===== src/design/glitc_pkg.sv =====
package glitc_pkg;

	// Local bus and datapath widths.
	localparam int ADDR_W  = 16;
	localparam int DATA_W  = 32;
	localparam int POWER_W = 12;
	localparam int IDX_W   = 6;

	// Register blocks picked by address bits 7:4.
	typedef enum logic [3:0] {
		BLK_CTRL = 4'h0,
		BLK_DAC  = 4'h1,
		BLK_MAX  = 4'h2
	} blk_e;

	// Identification and control block.
	localparam logic [3:0] CTRL_VERSION = 4'h0;
	localparam logic [3:0] CTRL_CONTROL = 4'h1;

	// RITC DAC block.
	localparam logic [3:0] DAC_VALUE0 = 4'h0;
	localparam logic [3:0] DAC_VALUE1 = 4'h1;
	localparam logic [3:0] DAC_STATUS = 4'h2;

	// Max power finder block.
	localparam logic [3:0] MAX_RESULT = 4'h0;

	// Serial DAC shifter states.
	typedef enum logic [1:0] {
		DAC_IDLE,
		DAC_SHIFT,
		DAC_LATCH
	} dac_state_e;

	// Version fields.
	localparam logic [7:0] VER_MAJOR = 8'd0;
	localparam logic [7:0] VER_MINOR = 8'd4;
	localparam logic [7:0] VER_REV   = 8'd15;

endpackage


===== src/design/glitc_bus_if.sv =====
`timescale 1ns/1ps

interface glitc_bus_if;
	import glitc_pkg::*;

	logic [ADDR_W-1:0] addr;
	logic [DATA_W-1:0] wdata;
	logic              wr;
	logic              rd;

	// The decoder side follows the address and the read strobe.
	modport master (
		input addr,
		input rd
	);

	// Register blocks see the address, the write data and the write strobe.
	modport slave (
		input addr,
		input wdata,
		input wr
	);

endinterface


===== src/design/glitc_control_registers.sv =====
`timescale 1ns/1ps

module glitc_control_registers #(
	parameter logic [31:0] VERSION = 32'h0
) (
	input  logic                         user_clk_i,
	input  logic                         reset_i,
	glitc_bus_if.slave                   bus,
	input  logic                         sel_i,
	output logic [glitc_pkg::DATA_W-1:0] dat_o,
	output logic [2:0]                   clock_ctrl_o,
	output logic                         soft_reset_o
);
	import glitc_pkg::*;

	logic ctrl_wr;

	assign ctrl_wr = bus.wr && sel_i && (bus.addr[3:0] == CTRL_CONTROL);

	////////////////////////////////////////
	// Control word.
	////////////////////////////////////////

	// Bit 31 of a control write fires the soft reset for one cycle.
	always_ff @(posedge user_clk_i) begin
		if (reset_i) begin
			clock_ctrl_o <= 3'b000;
			soft_reset_o <= 1'b0;
		end else begin
			soft_reset_o <= 1'b0;
			if (ctrl_wr) begin
				clock_ctrl_o <= bus.wdata[2:0];
				soft_reset_o <= bus.wdata[31];
			end
		end
	end

	////////////////////////////////////////
	// Readback.
	////////////////////////////////////////

	// Soft reset is self-clearing, so bit 31 always reads 0.
	always_comb begin
		case (bus.addr[3:0])
			CTRL_VERSION: dat_o = VERSION;
			CTRL_CONTROL: dat_o = {{(DATA_W-3){1'b0}}, clock_ctrl_o};
			default:      dat_o = '0;
		endcase
	end

endmodule


===== src/design/glitc_top.sv =====
`timescale 1ns/1ps

module glitc_top #(
	parameter logic [31:0] VERSION  = {8'h00, glitc_pkg::VER_MAJOR,
	                                   glitc_pkg::VER_MINOR, glitc_pkg::VER_REV},
	parameter int          DAC_BITS = 12
) (
	input  logic                          user_clk_i,
	input  logic                          reset_i,

	input  logic [glitc_pkg::ADDR_W-1:0]  user_addr_i,
	input  logic [glitc_pkg::DATA_W-1:0]  user_dat_i,
	input  logic                          user_wr_i,
	input  logic                          user_rd_i,
	output logic [glitc_pkg::DATA_W-1:0]  user_dat_o,

	output logic [2:0]                    clock_ctrl_o,

	input  logic [glitc_pkg::POWER_W-1:0] power_i,
	input  logic                          power_valid_i,
	input  logic                          sync_i,
	output logic [glitc_pkg::POWER_W-1:0] max_o,
	output logic [glitc_pkg::IDX_W-1:0]   max_idx_o,
	output logic                          max_valid_o,

	output logic [1:0]                    dac_din_o,
	output logic [1:0]                    dac_clk_o,
	output logic [1:0]                    dac_latch_o
);

	logic                         sel_ctrl;
	logic                         sel_dac;
	logic                         sel_max;
	logic [glitc_pkg::DATA_W-1:0] ctrl_dat;
	logic [glitc_pkg::DATA_W-1:0] dac_dat;
	logic [glitc_pkg::DATA_W-1:0] max_dat;
	logic                         soft_reset;
	logic [1:0]                   dac_busy;
	logic [1:0]                   dac_start;
	logic [DAC_BITS-1:0]          dac_value0;
	logic [DAC_BITS-1:0]          dac_value1;

	////////////////////////////////////////
	// Local bus.
	////////////////////////////////////////

	glitc_bus_if u_bus ();

	assign u_bus.addr  = user_addr_i;
	assign u_bus.wdata = user_dat_i;
	assign u_bus.wr    = user_wr_i;
	assign u_bus.rd    = user_rd_i;

	glitcbus_decoder u_decoder (
		.user_clk_i (user_clk_i),
		.reset_i    (reset_i),
		.bus        (u_bus),
		.ctrl_dat_i (ctrl_dat),
		.dac_dat_i  (dac_dat),
		.max_dat_i  (max_dat),
		.sel_ctrl_o (sel_ctrl),
		.sel_dac_o  (sel_dac),
		.sel_max_o  (sel_max),
		.user_dat_o (user_dat_o)
	);

	// Identification, clock control and soft reset.
	glitc_control_registers #(.VERSION(VERSION)) u_control (
		.user_clk_i   (user_clk_i),
		.reset_i      (reset_i),
		.bus          (u_bus),
		.sel_i        (sel_ctrl),
		.dat_o        (ctrl_dat),
		.clock_ctrl_o (clock_ctrl_o),
		.soft_reset_o (soft_reset)
	);

	////////////////////////////////////////
	// RITC DAC interface.
	////////////////////////////////////////

	ritc_dac_registers #(.DAC_BITS(DAC_BITS)) u_dac_regs (
		.user_clk_i   (user_clk_i),
		.reset_i      (reset_i),
		.soft_reset_i (soft_reset),
		.bus          (u_bus),
		.sel_i        (sel_dac),
		.dat_o        (dac_dat),
		.busy_i       (dac_busy),
		.start_o      (dac_start),
		.value0_o     (dac_value0),
		.value1_o     (dac_value1)
	);

	ritc_dac_shifter #(.DAC_BITS(DAC_BITS)) u_dac_shift0 (
		.user_clk_i   (user_clk_i),
		.reset_i      (reset_i),
		.soft_reset_i (soft_reset),
		.start_i      (dac_start[0]),
		.value_i      (dac_value0),
		.busy_o       (dac_busy[0]),
		.dac_din_o    (dac_din_o[0]),
		.dac_clk_o    (dac_clk_o[0]),
		.dac_latch_o  (dac_latch_o[0])
	);

	ritc_dac_shifter #(.DAC_BITS(DAC_BITS)) u_dac_shift1 (
		.user_clk_i   (user_clk_i),
		.reset_i      (reset_i),
		.soft_reset_i (soft_reset),
		.start_i      (dac_start[1]),
		.value_i      (dac_value1),
		.busy_o       (dac_busy[1]),
		.dac_din_o    (dac_din_o[1]),
		.dac_clk_o    (dac_clk_o[1]),
		.dac_latch_o  (dac_latch_o[1])
	);

	// Max power finder.
	ritc_max_finder u_max_finder (
		.user_clk_i    (user_clk_i),
		.reset_i       (reset_i),
		.soft_reset_i  (soft_reset),
		.bus           (u_bus),
		.sel_i         (sel_max),
		.dat_o         (max_dat),
		.power_i       (power_i),
		.power_valid_i (power_valid_i),
		.sync_i        (sync_i),
		.max_o         (max_o),
		.max_idx_o     (max_idx_o),
		.max_valid_o   (max_valid_o)
	);

endmodule


===== src/design/glitcbus_decoder.sv =====
`timescale 1ns/1ps

module glitcbus_decoder (
	input  logic                         user_clk_i,
	input  logic                         reset_i,
	glitc_bus_if.master                  bus,
	input  logic [glitc_pkg::DATA_W-1:0] ctrl_dat_i,
	input  logic [glitc_pkg::DATA_W-1:0] dac_dat_i,
	input  logic [glitc_pkg::DATA_W-1:0] max_dat_i,
	output logic                         sel_ctrl_o,
	output logic                         sel_dac_o,
	output logic                         sel_max_o,
	output logic [glitc_pkg::DATA_W-1:0] user_dat_o
);
	import glitc_pkg::*;

	blk_e              blk;
	logic [DATA_W-1:0] rd_mux;

	// Block number lives in address bits 7:4.
	assign blk = blk_e'(bus.addr[7:4]);

	assign sel_ctrl_o = (blk == BLK_CTRL);
	assign sel_dac_o  = (blk == BLK_DAC);
	assign sel_max_o  = (blk == BLK_MAX);

	// Read return mux.
	// Unmapped blocks return zero.
	always_comb begin
		case (blk)
			BLK_CTRL: rd_mux = ctrl_dat_i;
			BLK_DAC:  rd_mux = dac_dat_i;
			BLK_MAX:  rd_mux = max_dat_i;
			default:  rd_mux = '0;
		endcase
	end

	// Read data is captured on the strobe and held until the next read.
	always_ff @(posedge user_clk_i) begin
		if (reset_i) begin
			user_dat_o <= '0;
		end else if (bus.rd) begin
			user_dat_o <= rd_mux;
		end
	end

endmodule


===== src/design/ritc_dac_registers.sv =====
`timescale 1ns/1ps

module ritc_dac_registers #(
	parameter int DAC_BITS = 12
) (
	input  logic                         user_clk_i,
	input  logic                         reset_i,
	input  logic                         soft_reset_i,
	glitc_bus_if.slave                   bus,
	input  logic                         sel_i,
	output logic [glitc_pkg::DATA_W-1:0] dat_o,
	input  logic [1:0]                   busy_i,
	output logic [1:0]                   start_o,
	output logic [DAC_BITS-1:0]          value0_o,
	output logic [DAC_BITS-1:0]          value1_o
);
	import glitc_pkg::*;

	logic [DAC_BITS-1:0] word_q [2];
	logic [1:0]          pending_q;
	logic [1:0]          wr_hit;
	logic [1:0]          launch;
	logic                clear;

	assign clear = reset_i || soft_reset_i;

	assign wr_hit[0] = bus.wr && sel_i && (bus.addr[3:0] == DAC_VALUE0);
	assign wr_hit[1] = bus.wr && sel_i && (bus.addr[3:0] == DAC_VALUE1);

	// Launch into an idle shifter only.
	// The start pulse itself blocks a second launch before busy rises.
	assign launch = pending_q & ~busy_i & ~start_o;

	////////////////////////////////////////
	// DAC words.
	////////////////////////////////////////

	// Host word, then the copy handed to the shifter at launch.
	always_ff @(posedge user_clk_i) begin
		for (int n = 0; n < 2; n++) begin
			if (wr_hit[n]) begin
				word_q[n] <= bus.wdata[DAC_BITS-1:0];
			end
		end
		if (launch[0]) begin
			value0_o <= word_q[0];
		end
		if (launch[1]) begin
			value1_o <= word_q[1];
		end
	end

	////////////////////////////////////////
	// Pending flags and start pulses.
	////////////////////////////////////////

	always_ff @(posedge user_clk_i) begin
		if (clear) begin
			pending_q <= 2'b00;
			start_o   <= 2'b00;
		end else begin
			start_o <= launch;
			// A write in the launch cycle re-arms the channel for the newer word.
			pending_q <= (pending_q & ~launch) | wr_hit;
		end
	end

	// Busy covers the start cycle too, so status never shows a gap.
	always_comb begin
		case (bus.addr[3:0])
			DAC_VALUE0: dat_o = DATA_W'(word_q[0]);
			DAC_VALUE1: dat_o = DATA_W'(word_q[1]);
			DAC_STATUS: dat_o = DATA_W'({pending_q, busy_i | start_o});
			default:    dat_o = '0;
		endcase
	end

endmodule


===== src/design/ritc_dac_shifter.sv =====
`timescale 1ns/1ps

module ritc_dac_shifter #(
	parameter int DAC_BITS = 12
) (
	input  logic                user_clk_i,
	input  logic                reset_i,
	input  logic                soft_reset_i,
	input  logic                start_i,
	input  logic [DAC_BITS-1:0] value_i,
	output logic                busy_o,
	output logic                dac_din_o,
	output logic                dac_clk_o,
	output logic                dac_latch_o
);
	import glitc_pkg::*;

	localparam int CNT_W = (DAC_BITS > 1) ? $clog2(DAC_BITS) : 1;

	dac_state_e          state_q;
	logic [DAC_BITS-1:0] shift_q;
	logic [CNT_W-1:0]    bit_q;
	logic                clk_q;
	logic                clear;
	logic                last_bit;

	assign clear    = reset_i || soft_reset_i;
	assign last_bit = (bit_q == CNT_W'(DAC_BITS - 1));

	// Each bit gets one low and one high cycle of the DAC clock.
	// The word moves on as the clock falls, so data is steady while it is high.
	always_ff @(posedge user_clk_i) begin
		if (clear) begin
			state_q <= DAC_IDLE;
			shift_q <= '0;
			bit_q   <= '0;
			clk_q   <= 1'b0;
		end else begin
			case (state_q)
				DAC_IDLE: begin
					if (start_i) begin
						shift_q <= value_i;
						bit_q   <= '0;
						clk_q   <= 1'b0;
						state_q <= DAC_SHIFT;
					end
				end
				DAC_SHIFT: begin
					clk_q <= ~clk_q;
					if (clk_q) begin
						shift_q <= shift_q << 1;
						bit_q   <= bit_q + 1'b1;
						if (last_bit) begin
							state_q <= DAC_LATCH;
						end
					end
				end
				DAC_LATCH: begin
					// One cycle of latch, then back to idle.
					state_q <= DAC_IDLE;
				end
				default: begin
					state_q <= DAC_IDLE;
				end
			endcase
		end
	end

	// MSB first.
	// The register has shifted out to zero by the latch cycle.
	assign dac_din_o   = shift_q[DAC_BITS-1];
	assign dac_clk_o   = clk_q;
	assign dac_latch_o = (state_q == DAC_LATCH);
	assign busy_o      = (state_q != DAC_IDLE);

endmodule


===== src/design/ritc_max_finder.sv =====
`timescale 1ns/1ps

module ritc_max_finder (
	input  logic                          user_clk_i,
	input  logic                          reset_i,
	input  logic                          soft_reset_i,
	glitc_bus_if.slave                    bus,
	input  logic                          sel_i,
	output logic [glitc_pkg::DATA_W-1:0]  dat_o,
	input  logic [glitc_pkg::POWER_W-1:0] power_i,
	input  logic                          power_valid_i,
	input  logic                          sync_i,
	output logic [glitc_pkg::POWER_W-1:0] max_o,
	output logic [glitc_pkg::IDX_W-1:0]   max_idx_o,
	output logic                          max_valid_o
);
	import glitc_pkg::*;

	logic [POWER_W-1:0] run_max_q;
	logic [IDX_W-1:0]   run_idx_q;
	logic [IDX_W:0]     count_q;
	logic               captured_q;
	logic               clear;
	logic               take;
	logic               bigger;

	assign clear = reset_i || soft_reset_i;

	// Count saturates at 64 and later samples in the window are dropped.
	assign take   = power_valid_i && !count_q[IDX_W];
	// Strictly greater keeps the first of equal maxima.
	assign bigger = (power_i > run_max_q);

	////////////////////////////////////////
	// Running window and result.
	////////////////////////////////////////

	always_ff @(posedge user_clk_i) begin
		if (clear) begin
			run_max_q   <= '0;
			run_idx_q   <= '0;
			count_q     <= '0;
			max_o       <= '0;
			max_idx_o   <= '0;
			max_valid_o <= 1'b0;
			captured_q  <= 1'b0;
		end else begin
			max_valid_o <= 1'b0;
			if (sync_i) begin
				max_o       <= run_max_q;
				max_idx_o   <= run_idx_q;
				max_valid_o <= 1'b1;
				captured_q  <= 1'b1;
				// A sample on the sync edge opens the next window.
				if (power_valid_i) begin
					run_max_q <= power_i;
					count_q   <= (IDX_W+1)'(1);
				end else begin
					run_max_q <= '0;
					count_q   <= '0;
				end
				run_idx_q <= '0;
			end else if (take) begin
				if (bigger) begin
					run_max_q <= power_i;
					run_idx_q <= count_q[IDX_W-1:0];
				end
				count_q <= count_q + 1'b1;
			end
		end
	end

	// MAX_RESULT holds the max in 11:0, the index in 21:16 and the captured flag in 31.
	always_comb begin
		dat_o = '0;
		if (sel_i && (bus.addr[3:0] == MAX_RESULT)) begin
			dat_o[DATA_W-1]     = captured_q;
			dat_o[16 +: IDX_W]  = max_idx_o;
			dat_o[POWER_W-1:0]  = max_o;
		end
	end

endmodule


===== config.mk =====
export PLATFORM = sky130hd
export DESIGN_NAME = glitc_top
export DESIGN_NICKNAME = d
export VERILOG_FILES = /design/src/design/glitc_pkg.sv /design/src/design/glitc_bus_if.sv /design/src/design/glitc_control_registers.sv /design/src/design/glitc_top.sv /design/src/design/glitcbus_decoder.sv /design/src/design/ritc_dac_registers.sv /design/src/design/ritc_dac_shifter.sv /design/src/design/ritc_max_finder.sv
export SDC_FILE = /design/constraint.sdc
export NUM_CORES = 1
export LEC_CHECK = 0
export ABC_AREA = 1
export ABC_CLOCK_PERIOD_IN_PS = 2000
export BUFFER_PORTS_ARGS = -buffer_cell sky130_fd_sc_hd__buf_4
export CORE_AREA = 2 2 124 126
export DETAILED_ROUTE_END_ITERATION = 7
export DIE_AREA = 0 0 126 128
export MAX_ROUTING_LAYER = met4
export PLACE_DENSITY_LB_ADDON = 0.1
export SYNTH_ARGS = -nofsm -noshare
export SYNTH_HDL_FRONTEND = slang
export SYNTH_SLANG_ARGS = --single-unit

===== constraint.sdc =====
create_clock -name user_clk_i -period 2 [get_ports user_clk_i]
set_input_delay 0.4 -clock user_clk_i [delete_from_list [all_inputs] [get_ports user_clk_i]]
set_output_delay 0.4 -clock user_clk_i [all_outputs]
set_load 0.1 [all_outputs]

; Word-level counts from Yosys, hierarchy flattened
; Memories as Yosys holds them, arrays and structs flattened.
; Cells that the tools add are included.
[word_totals]
register_bits = 147
mem_bits_rw = 24
in_bits = 66
out_inout_bits = 60
word_cells = 129
n_memories = 1
[op_classes]
add_sub_neg = 3
n_lt_le_gt_ge = 1
n_eq_ne = 16
n_mux = 45
bitwise = 11
n_reduce_logical = 30
[mem_list]
columns = memory, depth, word_bits, read_ports, rd_ports_with_merged_regs, write_ports, line_no
row1 = u_dac_regs.word_q, 2, 12, 2, 0, 1, ritc_dac_registers.sv:19  ; logic [DAC_BITS-1:0] word_q [2];
[ops]
columns = operator, n
row1 = two-way mux 12 bit, 10
row2 = one-hot mux 32 bit (3 select lines), 1
row3 = one-hot mux 12 bit (2 select lines), 2
row4 = one-hot mux 12 bit (3 select lines), 1
row5 = one-hot mux 11 bit (2 select lines), 1
row6 = two-way mux 4 bit, 4
row7 = one-hot mux 4 bit (2 select lines), 2
row8 = two-way mux 7 bit, 2
row9 = > comparator 12 bit, 1
row10 = two-way mux 2 bit, 6
row11 = AND reduction 3 bit, 4
row12 = nonzero test 2 bit, 6
row13 = OR reduction 12 bit, 1
row14 = two-way mux 1 bit, 11
row15 = "adder 4 x 1 -> 4 bit, second input constant", 2
row16 = "== test 4 x 1 -> 1 bit, second input constant", 2
row17 = "== test 4 x 2 -> 1 bit, second input constant", 2
row18 = "== test 4 bit, second input constant", 2
row19 = zero test 4 bit, 2
row20 = "!= test 2 x 1 -> 1 bit, second input constant", 4
row21 = one-hot mux 2 bit (2 select lines), 2
row22 = AND reduction 2 bit, 4
row23 = "adder 7 x 1 -> 7 bit, second input constant", 1
row24 = logical AND 1 bit, 7
row25 = other kinds (13), 26

; Logic depth before layout (Yosys ltp)
; Gate-level depths: netlist (run 1).
[depth]
ltp_word = 7
depth_mapped = 14
ltp_nobuf = 14

; Hierarchy
; From an unflattened synthesis (run 1), not the netlist that was laid out.
[unflattened]
cells_unflattened = 1124
area_unflattened_um2 = 8714.6
[modules_own_cells]
columns = module, instances, cells_per_inst, area_per_inst_um2, seq_area_each_um2
row1 = ritc_max_finder, 1, 327, 2312.2, 900.9
row2 = ritc_dac_registers, 1, 143, 2069.5, 1521.5
row3 = ritc_dac_shifter, 2, 144, 991.0, 380.4
row4 = glitcbus_decoder, 1, 296, 1894.3, 640.6
row5 = glitc_control_registers, 1, 70, 456.7, 80.1

; Worst setup path after synthesis (run 1)
; Ideal clock, no wire load.
[synth_path]
kind = input to register
startpoint = input user_addr_i[7] (netlist name)
endpoint = memory u_dac_regs.word_q[1][0] (netlist: u_dac_regs.word_q[0][12]), enable pin
setup_time_ps = 399
arrival_ps = 1610
required_ps = 1601
slack_ps = -9
stages = 3
n_path_buf = 0
cell_sequence = nor2_2 nand2_2 nor3_1
[synth_via]
elab_chain_len = 7
word_cells_on_any_way = 11
[synth_lines]
columns = element, line_no
row1 = from (decl), glitc_top.sv:11  ; input logic [glitc_pkg::ADDR_W-1:0] user_addr_i,
row2 = == test 4 x 1 -> 1 bit (*), glitcbus_decoder.sv:24  ; assign sel_dac_o = (blk == BLK_DAC);
row3 = logical AND 1 bit (*) (2 in series), ritc_dac_registers.sv:28  ; assign wr_hit[1] = bus.wr && sel_i && (bus.addr[3:0] == DAC_VALUE1);
row4 = via u_dac_regs.wr_hit[1], ritc_dac_registers.sv:21  ; logic [1:0] wr_hit;
row5 = two-way mux 1 bit (*), ritc_dac_registers.sv:41  ; if (wr_hit[n]) begin
row6 = two-way mux 1 bit (implied by the code) (*), ritc_dac_registers.sv:42  ; word_q[n] <= bus.wdata[DAC_BITS-1:0];
row7 = OR reduction 12 bit (no source line), --
row8 = two-way mux 1 bit (no source line), --
row9 = to (decl), ritc_dac_registers.sv:19
; Mark *: on every way through the listed nets, which the timed path passes. The rest lies on a longest branch.

; Worst setup path in the final report (run 1)
[layout_path]
startpoint = register u_max_finder.run_max_q[11]
endpoint = register u_max_finder.run_idx_q[0]
[layout_via]
elab_chain_len = 2
[layout_lines]
columns = element, line_no
row1 = from (decl), ritc_max_finder.sv:19  ; logic [POWER_W-1:0] run_max_q;
row2 = from (signal assigned), ritc_max_finder.sv:56  ; run_max_q <= power_i;
row3 = from (signal assigned), ritc_max_finder.sv:65  ; run_max_q <= power_i;
row4 = > comparator 12 bit, ritc_max_finder.sv:32  ; assign bigger = (power_i > run_max_q);
row5 = AND reduction 2 bit (no source line), --
row6 = to (signal assigned), ritc_max_finder.sv:66  ; run_idx_q <= count_q[IDX_W-1:0];
row7 = to (decl), ritc_max_finder.sv:20  ; logic [IDX_W-1:0] run_idx_q;
; Every way passes these cells.
; A chain may end at the register's enable or synchronous reset.

==> metrics, run 1 <==
result of the run finished, final reports clean; highest-delay cell along the critical path sky130_fd_sc_hd__dfxtp_1; via/cell ratio between 5 and 6; Avg WL per Cell 14.74 um; remaining global-route overflow 0; Worst Setup Slack, final 206.9 ps; part of the Yosys area used for sequential elements 54.28%; Relative slew margins about 65%; Die Width roughly 130 um; classification of the worst setup path reg -> reg; area of the placeable core roughly 15000 um^2; number of DRC markers after the initial detailed-route iteration 435; Sum Neg Setup Slack 0 ps; final design instance area without fill 8069 um^2; die extent in y 128 um; shortest period the worst path allows roughly 1800 ps; Synth area leader sky130_fd_sc_hd__dfxtp_1; CTS sink cnt between 150 and 200; Critical Path Start Type flip-flop; Leak Pwr 3.459 nW; list of cells traversed by the critical path inv_1, ha_1, nand2_1, inv_1, nand2_1, nor2_1, nand2_1, nand3_2, nand2_4, buf_4, o21ai_0, nor2_1; FF+latch count, synth 158; number of max-cap violations 0; post-synth design cell area approximately 6700 um^2; Worst setup EP type flip-flop; number of diodes added for antenna fixing 0; total placed instance area roughly 7500 um^2; final count of negative-setup-slack endpoints 0; H-Tree Level Count 4; synth-to-layout area growth 20.21%; Peak VDD IR 0.5791 mV; areal power density over the cells 903.4 nW/um^2; most common cell after layout, fill and taps aside sky130_fd_sc_hd__nand2_1; gpl congestion between 0.8 and 0.9; clock insertion delay at the later pin of the skew report 420 ps; ranking of synthesized cells by area sky130_fd_sc_hd__dfxtp_1 33%, sky130_fd_sc_hd__edfxtp_1 21%, sky130_fd_sc_hd__nand2_1 10%; actual transition at the worst max-transition pin 523.3 ps; maximum fanout encountered on the critical timing path 12; worst path required time 2320 ps; maximum count of clock buffers along a single path 2; largest net degree at the start of global routing 30; number of synthesis warnings 0; Initial DRT Pass Iterations 5; buffers added on ports 85; number of antenna violations at the first check in global routing 0; Starting Density a little under half; Top cell by count, worst path sky130_fd_sc_hd__nand2_1; post-synth top area share 32.81%; final cycle utilization of the critical path 89.65%; distinct cell type count after synthesis 38; remaining antenna violation count after routing 0; vias in the first global route 4977; CTS tree done; maximum cell stage delay along the critical path 300 ps; setup clock skew after layout 9.325 ps; NumNets Final around 930; wire length of the first global-routing pass approximately 25000 um; All-Layer GR Usage 20.32%; Core Rows 45; Total Routed Length 15490 um; clock input transition at the sequential cells of the worst setup and hold paths roughly 60 ps; clock root buffer sky130_fd_sc_hd__clkbuf_16; highest-count cells in the layout ignoring fill and taps 185 x sky130_fd_sc_hd__nand2_1, 110 x sky130_fd_sc_hd__dfxtp_1, 105 x sky130_fd_sc_hd__buf_4, 68 x sky130_fd_sc_hd__inv_1, 56 x sky130_fd_sc_hd__nor2_1; final count of hold timing violations 0; ratio of cells with drive above 1 in the final layout about a fifth; Setup Slack @ Placement 34.95 ps; I/O pin cnt 126; type of the most critical hold path in -> reg; max frequency 0.5577 GHz; number of instances in the synthesized netlist 758; via count 5266; cts hold-fix bufs 0; total clock buffers created by CTS 17; arrival time at the worst endpoint 2110 ps; Avg Inst Size Synth 8.856 um^2; Post-Route Hold Slack 158.2 ps; number of max-slew violations in the final report 0; full die area 16130 um^2; setup repair after global routing missed its margin yes; post-detailed-placement half-perimeter wirelength 11290 um; number of DRC violations after detailed routing 0
-- cells by family after synthesis --
family,Yosys count,share of synthesized area (%)
and+or+nand+nor,307,20.71
DFF,158,54.28
AOI/OAI and AO/OA,149,12.53
buffers and inverters,126,9.376
adders and majority gates,15,2.796
xor gates and xnor gates,2,0.2610
other,1,0.05586
-- path summary, 6_finish.rpt --
path | start | endpoint | slack, ps | cells past startpoint
min reg2reg | u_dac_regs.word_q[0][21]$_DFFE_PP_ | u_dac_regs.value1_o[9]$_DFFE_PP_ | 450 | 0
max | u_max_finder.run_max_q[11]$_SDFFE_PP0P_ | u_max_finder.run_idx_q[0]$_SDFFE_PP0P_ | 210 | 12
min | user_dat_i[9] | u_dac_regs.word_q[0][9]$_DFFE_PP_ | 160 | 1
max reg2reg | u_max_finder.run_max_q[11]$_SDFFE_PP0P_ | u_max_finder.run_idx_q[0]$_SDFFE_PP0P_ | 210 | 12
-- registers in the layout, indices dropped and copies added (netlist names), 2 cells and up --
signal                  flops
u_dac_regs.word_q          24
u_decoder.user_dat_o       19
u_dac_regs.value0_o        12
u_dac_regs.value1_o        12
u_dac_shift0.shift_q       12
u_dac_shift1.shift_q       12
u_max_finder.max_o         12
u_max_finder.run_max_q     12
u_max_finder.count_q        7
u_max_finder.max_idx_o      6
u_max_finder.run_idx_q      6
u_dac_shift0.bit_q          4
u_dac_shift1.bit_q          4
u_control.clock_ctrl_o      3
u_dac_regs.pending_q        2
u_dac_regs.start_o          2
u_dac_shift0.state_q        2
u_dac_shift1.state_q        2
-- layout make-up --
type	count	area, um^2
clock inverters	14	143.9
fillers	1373	6795
multi-input cells	486	2497
well taps	188	235.2
repair buffers	106	808.3
inverters	81	311.5
clock buffers	18	429.2
flip-flops and latches	158	3643
-- repair_timing --
| item | in CTS | in global routing |
|---|---|---|
| setup endpoints to repair | 0 | 13 |
| gates resized for setup | 0 | 1 |
| buffers inserted | 0 | 4 |
-- per-stage QoR --
stage,power (mW),std cells,util [%]
2_1_floorplan,4.018,770,-
3_3_place_gp,4.193,1015,50.21
3_5_place_dp,4.202,1015,50.21
4_1_cts,7.337,1047,54.07
5_1_grt,7.554,1051,54.28
6_report,7.290,1051,54.28
-- synth_stat cells --
cell type	n
sky130_fd_sc_hd__nand2_2	2
sky130_fd_sc_hd__buf_1	1
sky130_fd_sc_hd__o21ai_0	44
sky130_fd_sc_hd__inv_2	11
sky130_fd_sc_hd__nor2_4	8
sky130_fd_sc_hd__a21o_1	1
sky130_fd_sc_hd__nand3_4	1
sky130_fd_sc_hd__nor2_8	3
sky130_fd_sc_hd__nor2_2	5
sky130_fd_sc_hd__xor2_1	2
sky130_fd_sc_hd__inv_1	68
sky130_fd_sc_hd__a31oi_1	26
sky130_fd_sc_hd__buf_4	21
sky130_fd_sc_hd__dfxtp_1	110
sky130_fd_sc_hd__nand3_2	3
sky130_fd_sc_hd__nor3_4	1
sky130_fd_sc_hd__a21oi_1	42
sky130_fd_sc_hd__o211ai_1	4
sky130_fd_sc_hd__nor2_1	56
sky130_fd_sc_hd__nand3_1	27
sky130_fd_sc_hd__a41oi_1	1
sky130_fd_sc_hd__o211a_1	2
sky130_fd_sc_hd__inv_4	1
sky130_fd_sc_hd__nor3_1	8
sky130_fd_sc_hd__nand2_1	186
sky130_fd_sc_hd__buf_2	8
sky130_fd_sc_hd__clkbuf_1	7
sky130_fd_sc_hd__a22o_1	7
sky130_fd_sc_hd__inv_6	1
sky130_fd_sc_hd__nand4_1	6
sky130_fd_sc_hd__buf_6	8
sky130_fd_sc_hd__edfxtp_1	48
sky130_fd_sc_hd__o21ai_1	16
sky130_fd_sc_hd__a311oi_1	1
sky130_fd_sc_hd__o22ai_1	5
sky130_fd_sc_hd__nand2_4	1
sky130_fd_sc_hd__ha_1	15
sky130_fd_sc_hd__conb_1	1
-- routing by layer --
metal,up-vias,wire length [um],track usage (%)
li1,2671,-,-
met1,2421,7449,27.48
met2,147,6850,29.76
met3,27,863,4.841
met4,0,326,7.692
met5,-,0,-
-- report_power, final --
group / switching (mW) / total (mW) / internal [mW]
clock network: 1.31 / 3.14 / 1.83
logic: 0.554 / 0.770 / 0.216
registers: 0.0330 / 3.38 / 3.35
total: 1.89 / 7.29 / 5.39
-- worst max-delay path: cells and delay by family (launching register included) --
kind / cells / cell delay [ps]
buffers and inverters: 3 / 300
DFF: 1 / 300
and+or+nand+nor: 7 / 630
adders and majority gates: 1 / 300
AOI/OAI and AO/OA: 1 / 150
Note: power is estimated with default switching activity, not from simulation.
==> run 2: changes to the inputs <==
- CELL_PAD_IN_SITES_DETAIL_PLACEMENT: unset -> 0
- CELL_PAD_IN_SITES_GLOBAL_PLACEMENT: unset -> 1
- CORE_AREA: 2 2 124 126 -> 2 2 138 140
- DIE_AREA: 0 0 126 128 -> 0 0 140 142
==> run 2 against run 1 <==
Net effect:
- die area up 23%
- the run now ends with design-rule violations left
- worst setup slack better by 2.7 ps
- final cell count increased by 3.8%
- critical path type unchanged
==> metrics, run 2 (same netlist as run 1, synthesis figures left out) <==
CTS sink cnt 158; die extent in y 142 um; max frequency 0.5585 GHz; Post-Route Hold Slack 173.2 ps; via count about 5100; result of the run complete, but fails checks; Starting Density between 30% and 40%; Avg WL per Cell 14.74 um; Total Routed Length 16080 um; depth of the worst hold-timing path 1; depth of the worst register-to-register path 14; actual transition at the worst max-transition pin 513.6 ps; Biggest register u_dac_regs.word_q; Leak Pwr 3.463 nW; total clock buffers created by CTS 17; Initial DRT Pass Iterations 7; Setup Slack @ Placement 36.72 ps; destination of the worst register-to-register timing path u_max_finder.run_max_q[6]$_SDFFE_PP0P_; classification of the worst setup path reg -> reg; CTS tree done; final count of negative-setup-slack endpoints 0; worst setup path endpoint u_max_finder.run_max_q[6]$_SDFFE_PP0P_; final cycle utilization of the critical path 89.52%; reg-to-reg slack, setup 210 ps; number of diodes added for antenna fixing 0; setup repair after global routing missed its margin no; remaining global-route overflow 0; arrival time at the worst endpoint 2100 ps; Worst Setup Slack, final 209.6 ps; largest registers u_dac_regs.word_q (24), u_decoder.user_dat_o (19); gpl congestion 0.8896; number of max-cap violations 0; final count of hold timing violations 0; type of the most critical hold path in -> reg; Setup Buffers After CTS 0; buffers added on ports 85; remaining antenna violation count after routing 0; I/O pin cnt 126; wire length of the first global-routing pass 26090 um; vias in the first global route 5001; Relative slew margins 65.40%; Die Width 140 um; Peak VDD IR 0.5783 mV; full die area 19880 um^2; worst path required time 2310 ps; largest net degree at the start of global routing 28; highest-count cells in the layout ignoring fill and taps 185 x sky130_fd_sc_hd__nand2_1, 110 x sky130_fd_sc_hd__dfxtp_1, 98 x sky130_fd_sc_hd__buf_4, 68 x sky130_fd_sc_hd__inv_1, 55 x sky130_fd_sc_hd__nor2_1; Hold Path Origin user_dat_i[8]; All-Layer GR Usage 17.42%; clock root buffer sky130_fd_sc_hd__clkbuf_16; r2r startpoint u_max_finder.run_max_q[11]$_SDFFE_PP0P_; clock insertion delay at the later pin of the skew report 420 ps; Layout Utilization 43.92%; most common cell after layout, fill and taps aside sky130_fd_sc_hd__nand2_1; ratio of cells with drive above 1 in the final layout between 20% and 30%; area of the placeable core 18460 um^2; via/cell ratio 4.709; number of DRC violations after detailed routing 6; Core Rows 50; Critical Path Source u_max_finder.run_max_q[11]$_SDFFE_PP0P_; areal power density over the cells 900.8 nW/um^2; Sum Neg Setup Slack 0 ps; maximum fanout encountered on the critical timing path 10; number of max-slew violations in the final report 0; number of DRC markers after the initial detailed-route iteration 200; H-Tree Level Count 4; Worst setup EP type flip-flop; post-detailed-placement half-perimeter wirelength ~12000 um; total power of the final layout roughly 7.3 mW; clock input transition at the sequential cells of the worst setup and hold paths 70 ps; synth-to-layout area growth 20.75%; Critical Path Start Type flip-flop; number of flip-flops under the largest register name 24; setup clock skew after layout 11.97 ps; number of antenna violations at the first check in global routing 0; shortest period the worst path allows 1790 ps; failing checks design-rule violations; NumNets Final 925; maximum count of clock buffers along a single path 2
run 2: cell count changes in the layout (fill, tap and decap cells not counted), sizes merged:
cell      delta
inv          +6
buf          -6
clkinv       -3
clkinvlp     -5
clkbuf       +3
bufinv       -1
run 2: how the worst min path moves through the flow:
stage,end,slack (ps)
floorplan,u_dac_regs.value0_o[2]$_DFFE_PP_,430
global placement,u_dac_regs.value0_o[11]$_DFFE_PP_,440
detailed placement,u_dac_regs.value0_o[7]$_DFFE_PP_,440
CTS,u_dac_regs.word_q[0][3]$_DFFE_PP_,150
global route,u_dac_regs.word_q[0][20]$_DFFE_PP_,150
finish,u_dac_regs.word_q[0][20]$_DFFE_PP_,170
run 2: cell type report:
type | instances | area [um^2]
fill | 1855 | 10350
timing repair buffer | 100 | 775.7
tap | 234 | 292.8
clock buffer | 21 | 480.5
clock inverter | 11 | 101.3
sequential | 158 | 3643
inverter | 81 | 311.5
multi-input combinational | 486 | 2500
run 2: report_power, final:
group | internal [mW] | switching, mW
registers | 3.35 | 0.0330
clock network | 1.86 | 1.31
logic | 0.203 | 0.549
total | 5.41 | 1.89
run 2: repair_timing:
item | 4_1_cts | 5_1_grt
hold buffers | 0 | 0
endpoints found under the hold margin | 0 | 0
gates resized for setup | 0 | 2
setup endpoints to repair | 0 | 10
run 2: worst max-delay path, cell delays in order, from the launching register on:
cell	delay, ps
sky130_fd_sc_hd__dfxtp_1	320
sky130_fd_sc_hd__inv_1	80
sky130_fd_sc_hd__ha_1	310
sky130_fd_sc_hd__nand2_1	70
sky130_fd_sc_hd__inv_1	50
sky130_fd_sc_hd__nand2_1	70
sky130_fd_sc_hd__nor2_2	120
sky130_fd_sc_hd__nand2_1	60
sky130_fd_sc_hd__nand2_1	50
sky130_fd_sc_hd__inv_1	60
sky130_fd_sc_hd__nand2_4	140
sky130_fd_sc_hd__buf_4	170
sky130_fd_sc_hd__nand3_1	70
sky130_fd_sc_hd__nand2_1	60
sky130_fd_sc_hd__nor2_1	40
run 2: metrics by stage:
stage,std cells,area [um^2]
after detailed placement,1059,7518
final,1091,8105
after global placement,1059,7518
after floorplan,770,6768
after global routing,1091,8105
after CTS,1091,8100
run 2: metal layers:
layer  global-route usage, %  part of all wire [%]  wire length (um)  up-vias
met4                   4.838                  0.92               148        0
met5                       -                     0                 0        -
li1                        -                     -                 -     2655
met2                   29.01                    50              8031       96
met1                   21.23                    45              7225     2378
met3                   4.341                   4.2               670        8
==> run 3: changes to the inputs <==
- ABC_CLOCK_PERIOD_IN_PS: 2000 -> 1800
- CORE_AREA: 2 2 138 140 -> 2 2 131 133
- DIE_AREA: 0 0 140 142 -> 0 0 133 135
- clock period: 2 -> 1.8 ns (I/O delays scaled with it)
==> run 3 against run 2 <==
Net effect:
- the run now ends clean
- register-to-register slack worse by 90 ps
- utilization grew 6.4 points
- total power is 11% higher
==> metrics, run 3 (same netlist as run 1, synthesis figures left out) <==
total power of the final layout 8.084 mW; Avg WL per Cell ~15 um; All-Layer GR Usage 18.88%; r2r startpoint u_max_finder.run_max_q[11]$_SDFFE_PP0P_; Top delay family on crit path simple AND/OR/NAND/NOR gates; Core Rows 47; Leak Pwr 3.534 nW; largest net degree at the start of global routing 28; remaining global-route overflow 0; non-filler cells in the finished layout 1096; die extent in y 135 um; Worst setup EP type flip-flop; post-detailed-placement half-perimeter wirelength roughly 12000 um; classification of the worst setup path reg -> reg; arrival time at the worst endpoint 2000 ps; ratio of cells with drive above 1 in the final layout 22.72%; clock input transition at the sequential cells of the worst setup and hold paths 60 ps; gpl congestion 0.8908; net switching power of the design around 2.1 mW; buffers added on ports 85; maximum count of clock buffers along a single path 2; number of DRC markers after the initial detailed-route iteration 370; number of placed instances with taps included approximately 1100; Hold Path Origin user_dat_i[8]; remaining antenna violation count after routing 0; maximum fanout encountered on the critical timing path 7; highest-count cells in the layout ignoring fill and taps 184 x sky130_fd_sc_hd__nand2_1, 118 x sky130_fd_sc_hd__buf_4, 110 x sky130_fd_sc_hd__dfxtp_1, 67 x sky130_fd_sc_hd__inv_1, 55 x sky130_fd_sc_hd__nor2_1; Critical Path Source u_max_finder.run_max_q[11]$_SDFFE_PP0P_; NumNets Final 944; Critical Path Start Type flip-flop; Top cell by count, worst path sky130_fd_sc_hd__nand2_1; areal power density over the cells 979.3 nW/um^2; Biggest register u_dac_regs.word_q; synth-to-layout area growth 22.98%; highest-delay cell along the critical path sky130_fd_sc_hd__dfxtp_1; type of the most critical hold path in -> reg; maximum cell stage delay along the critical path 310 ps; area of the placeable core 16410 um^2; power share of the combinational group 11.2%; number of max-slew violations in the final report 0; worst path required time 2120 ps; setup clock skew after layout 8.651 ps; final count of negative-setup-slack endpoints 0; via count 5259; Total Routed Length between 15000 and 20000 um; I/O pin cnt around 130; list of cells traversed by the critical path inv_1, ha_4, nand2_1, inv_1, nand2_1, nor2_2, nand2_1, nand3_2, nand2_4, buf_4, o21ai_1, nor2_1; Initial DRT Pass Iterations 4; Die Width between 100 and 150 um; total clock buffers created by CTS 17; sequential group share of total power 46.5%; number of diodes added for antenna fixing 0; WP buf/inv 3; Starting Density 40.91%; most common cell after layout, fill and taps aside sky130_fd_sc_hd__nand2_1; final cycle utilization of the critical path 93.56%; clock root buffer sky130_fd_sc_hd__clkbuf_16; largest registers u_dac_regs.word_q (24), u_decoder.user_dat_o (19); Peak VDD IR 0.6806 mV; number of antenna violations at the first check in global routing 0; shortest period the worst path allows 1684 ps; wire length of the first global-routing pass approximately 26000 um; switching power share of the total 25.80%; full die area 17960 um^2; result of the run finished, final reports clean; vias in the first global route 5013; clock insertion delay at the later pin of the skew report 420 ps; CTS sink cnt 158; final count of hold timing violations 0; CTS tree done; relative contribution of the clock network to total power 42.4%; H-Tree Level Count 4; internal power contribution ~6 mW; number of max-cap violations 0; via/cell ratio ~4.8; number of DRC violations after detailed routing 0; cts hold-fix bufs 0; max frequency between 0.5 and 0.6 GHz; number of flip-flops under the largest register name 24
## run 3: cell types whose count changed in the layout (fill, tap and decap cells not counted), moves of 3 or more
cell	previous run	this run
sky130_fd_sc_hd__ha_4	0	5
sky130_fd_sc_hd__clkinv_2	1	7
sky130_fd_sc_hd__buf_4	98	118
sky130_fd_sc_hd__inv_4	6	2
sky130_fd_sc_hd__ha_1	15	10
sky130_fd_sc_hd__clkbuf_8	4	1
## run 3: cell type report
cell class                 instances  area (um^2)
timing repair buffer             118        885.9
sequential                       158         3643
tap                              220        275.3
clock buffer                      21        471.7
inverter                          81        311.5
multi-input combinational        487         2579
clock inverter                    11        88.84
fill                            1567         8152
## run 3: worst register-to-register path: stages, from the launching register on
cell	delay (ps)
sky130_fd_sc_hd__dfxtp_1	310
sky130_fd_sc_hd__inv_1	70
sky130_fd_sc_hd__ha_4	270
sky130_fd_sc_hd__nand2_1	60
sky130_fd_sc_hd__inv_1	50
sky130_fd_sc_hd__nand2_1	70
sky130_fd_sc_hd__nor2_2	120
sky130_fd_sc_hd__nand2_1	70
sky130_fd_sc_hd__nand3_2	110
sky130_fd_sc_hd__nand2_4	100
sky130_fd_sc_hd__buf_4	170
sky130_fd_sc_hd__o21ai_1	130
sky130_fd_sc_hd__nor2_1	50
## run 3: stage by stage
step	setup WS [ps]	setup TNS (ps)	instance area, um^2	hold slack (ps)	util (%)
floorplan	210.2	0	6768	426.4	-
global placement	-56.64	-506.3	7604	438.4	46.34
detailed placement	-66.20	-758.3	7604	437.6	46.34
CTS	56.89	0	8164	110.0	49.76
global route	-23.85	-109.0	8255	113.9	50.32
finish	116.0	0	8255	129.3	50.32
## run 3: power groups by stage
stage / Clock, mW / Sequential [mW] / Combinational, mW
3_5_place_dp: 0 / 3.83 / 0.867
2_1_floorplan: 0 / 3.99 / 0.471
4_1_cts: 3.52 / 3.75 / 0.871
6_report: 3.42 / 3.76 / 0.904
3_3_place_gp: 0 / 3.83 / 0.858
5_1_grt: 3.65 / 3.76 / 0.985
## run 3: path summary, 6_finish.rpt
| kind | slack (ps) | depth (start not counted) | end |
|---|---|---|---|
| worst max-delay path | 120 | 12 | u_max_finder.run_idx_q[3]$_SDFFE_PP0P_ |
| worst min register to register | 450 | 0 | u_dac_regs.value1_o[1]$_DFFE_PP_ |
| worst min-delay path | 130 | 1 | u_dac_regs.word_q[0][20]$_DFFE_PP_ |
| worst max register to register | 120 | 12 | u_max_finder.run_idx_q[3]$_SDFFE_PP0P_ |
## run 3: metal layers
layer	wire length [um]	part of all wire, %	global-route usage [%]	vias to the layer above
met4	277	1.7	6.511	0
met1	7095	44	22.31	2432
met5	0	0	-	-
met2	7966	50	31.49	110
met3	733	4.6	4.805	21
li1	-	-	-	2696
## run 3: timing repair
item	in CTS	in global routing
buffers inserted	0	1
gates resized for setup	0	13
endpoints found under the setup margin	0	18
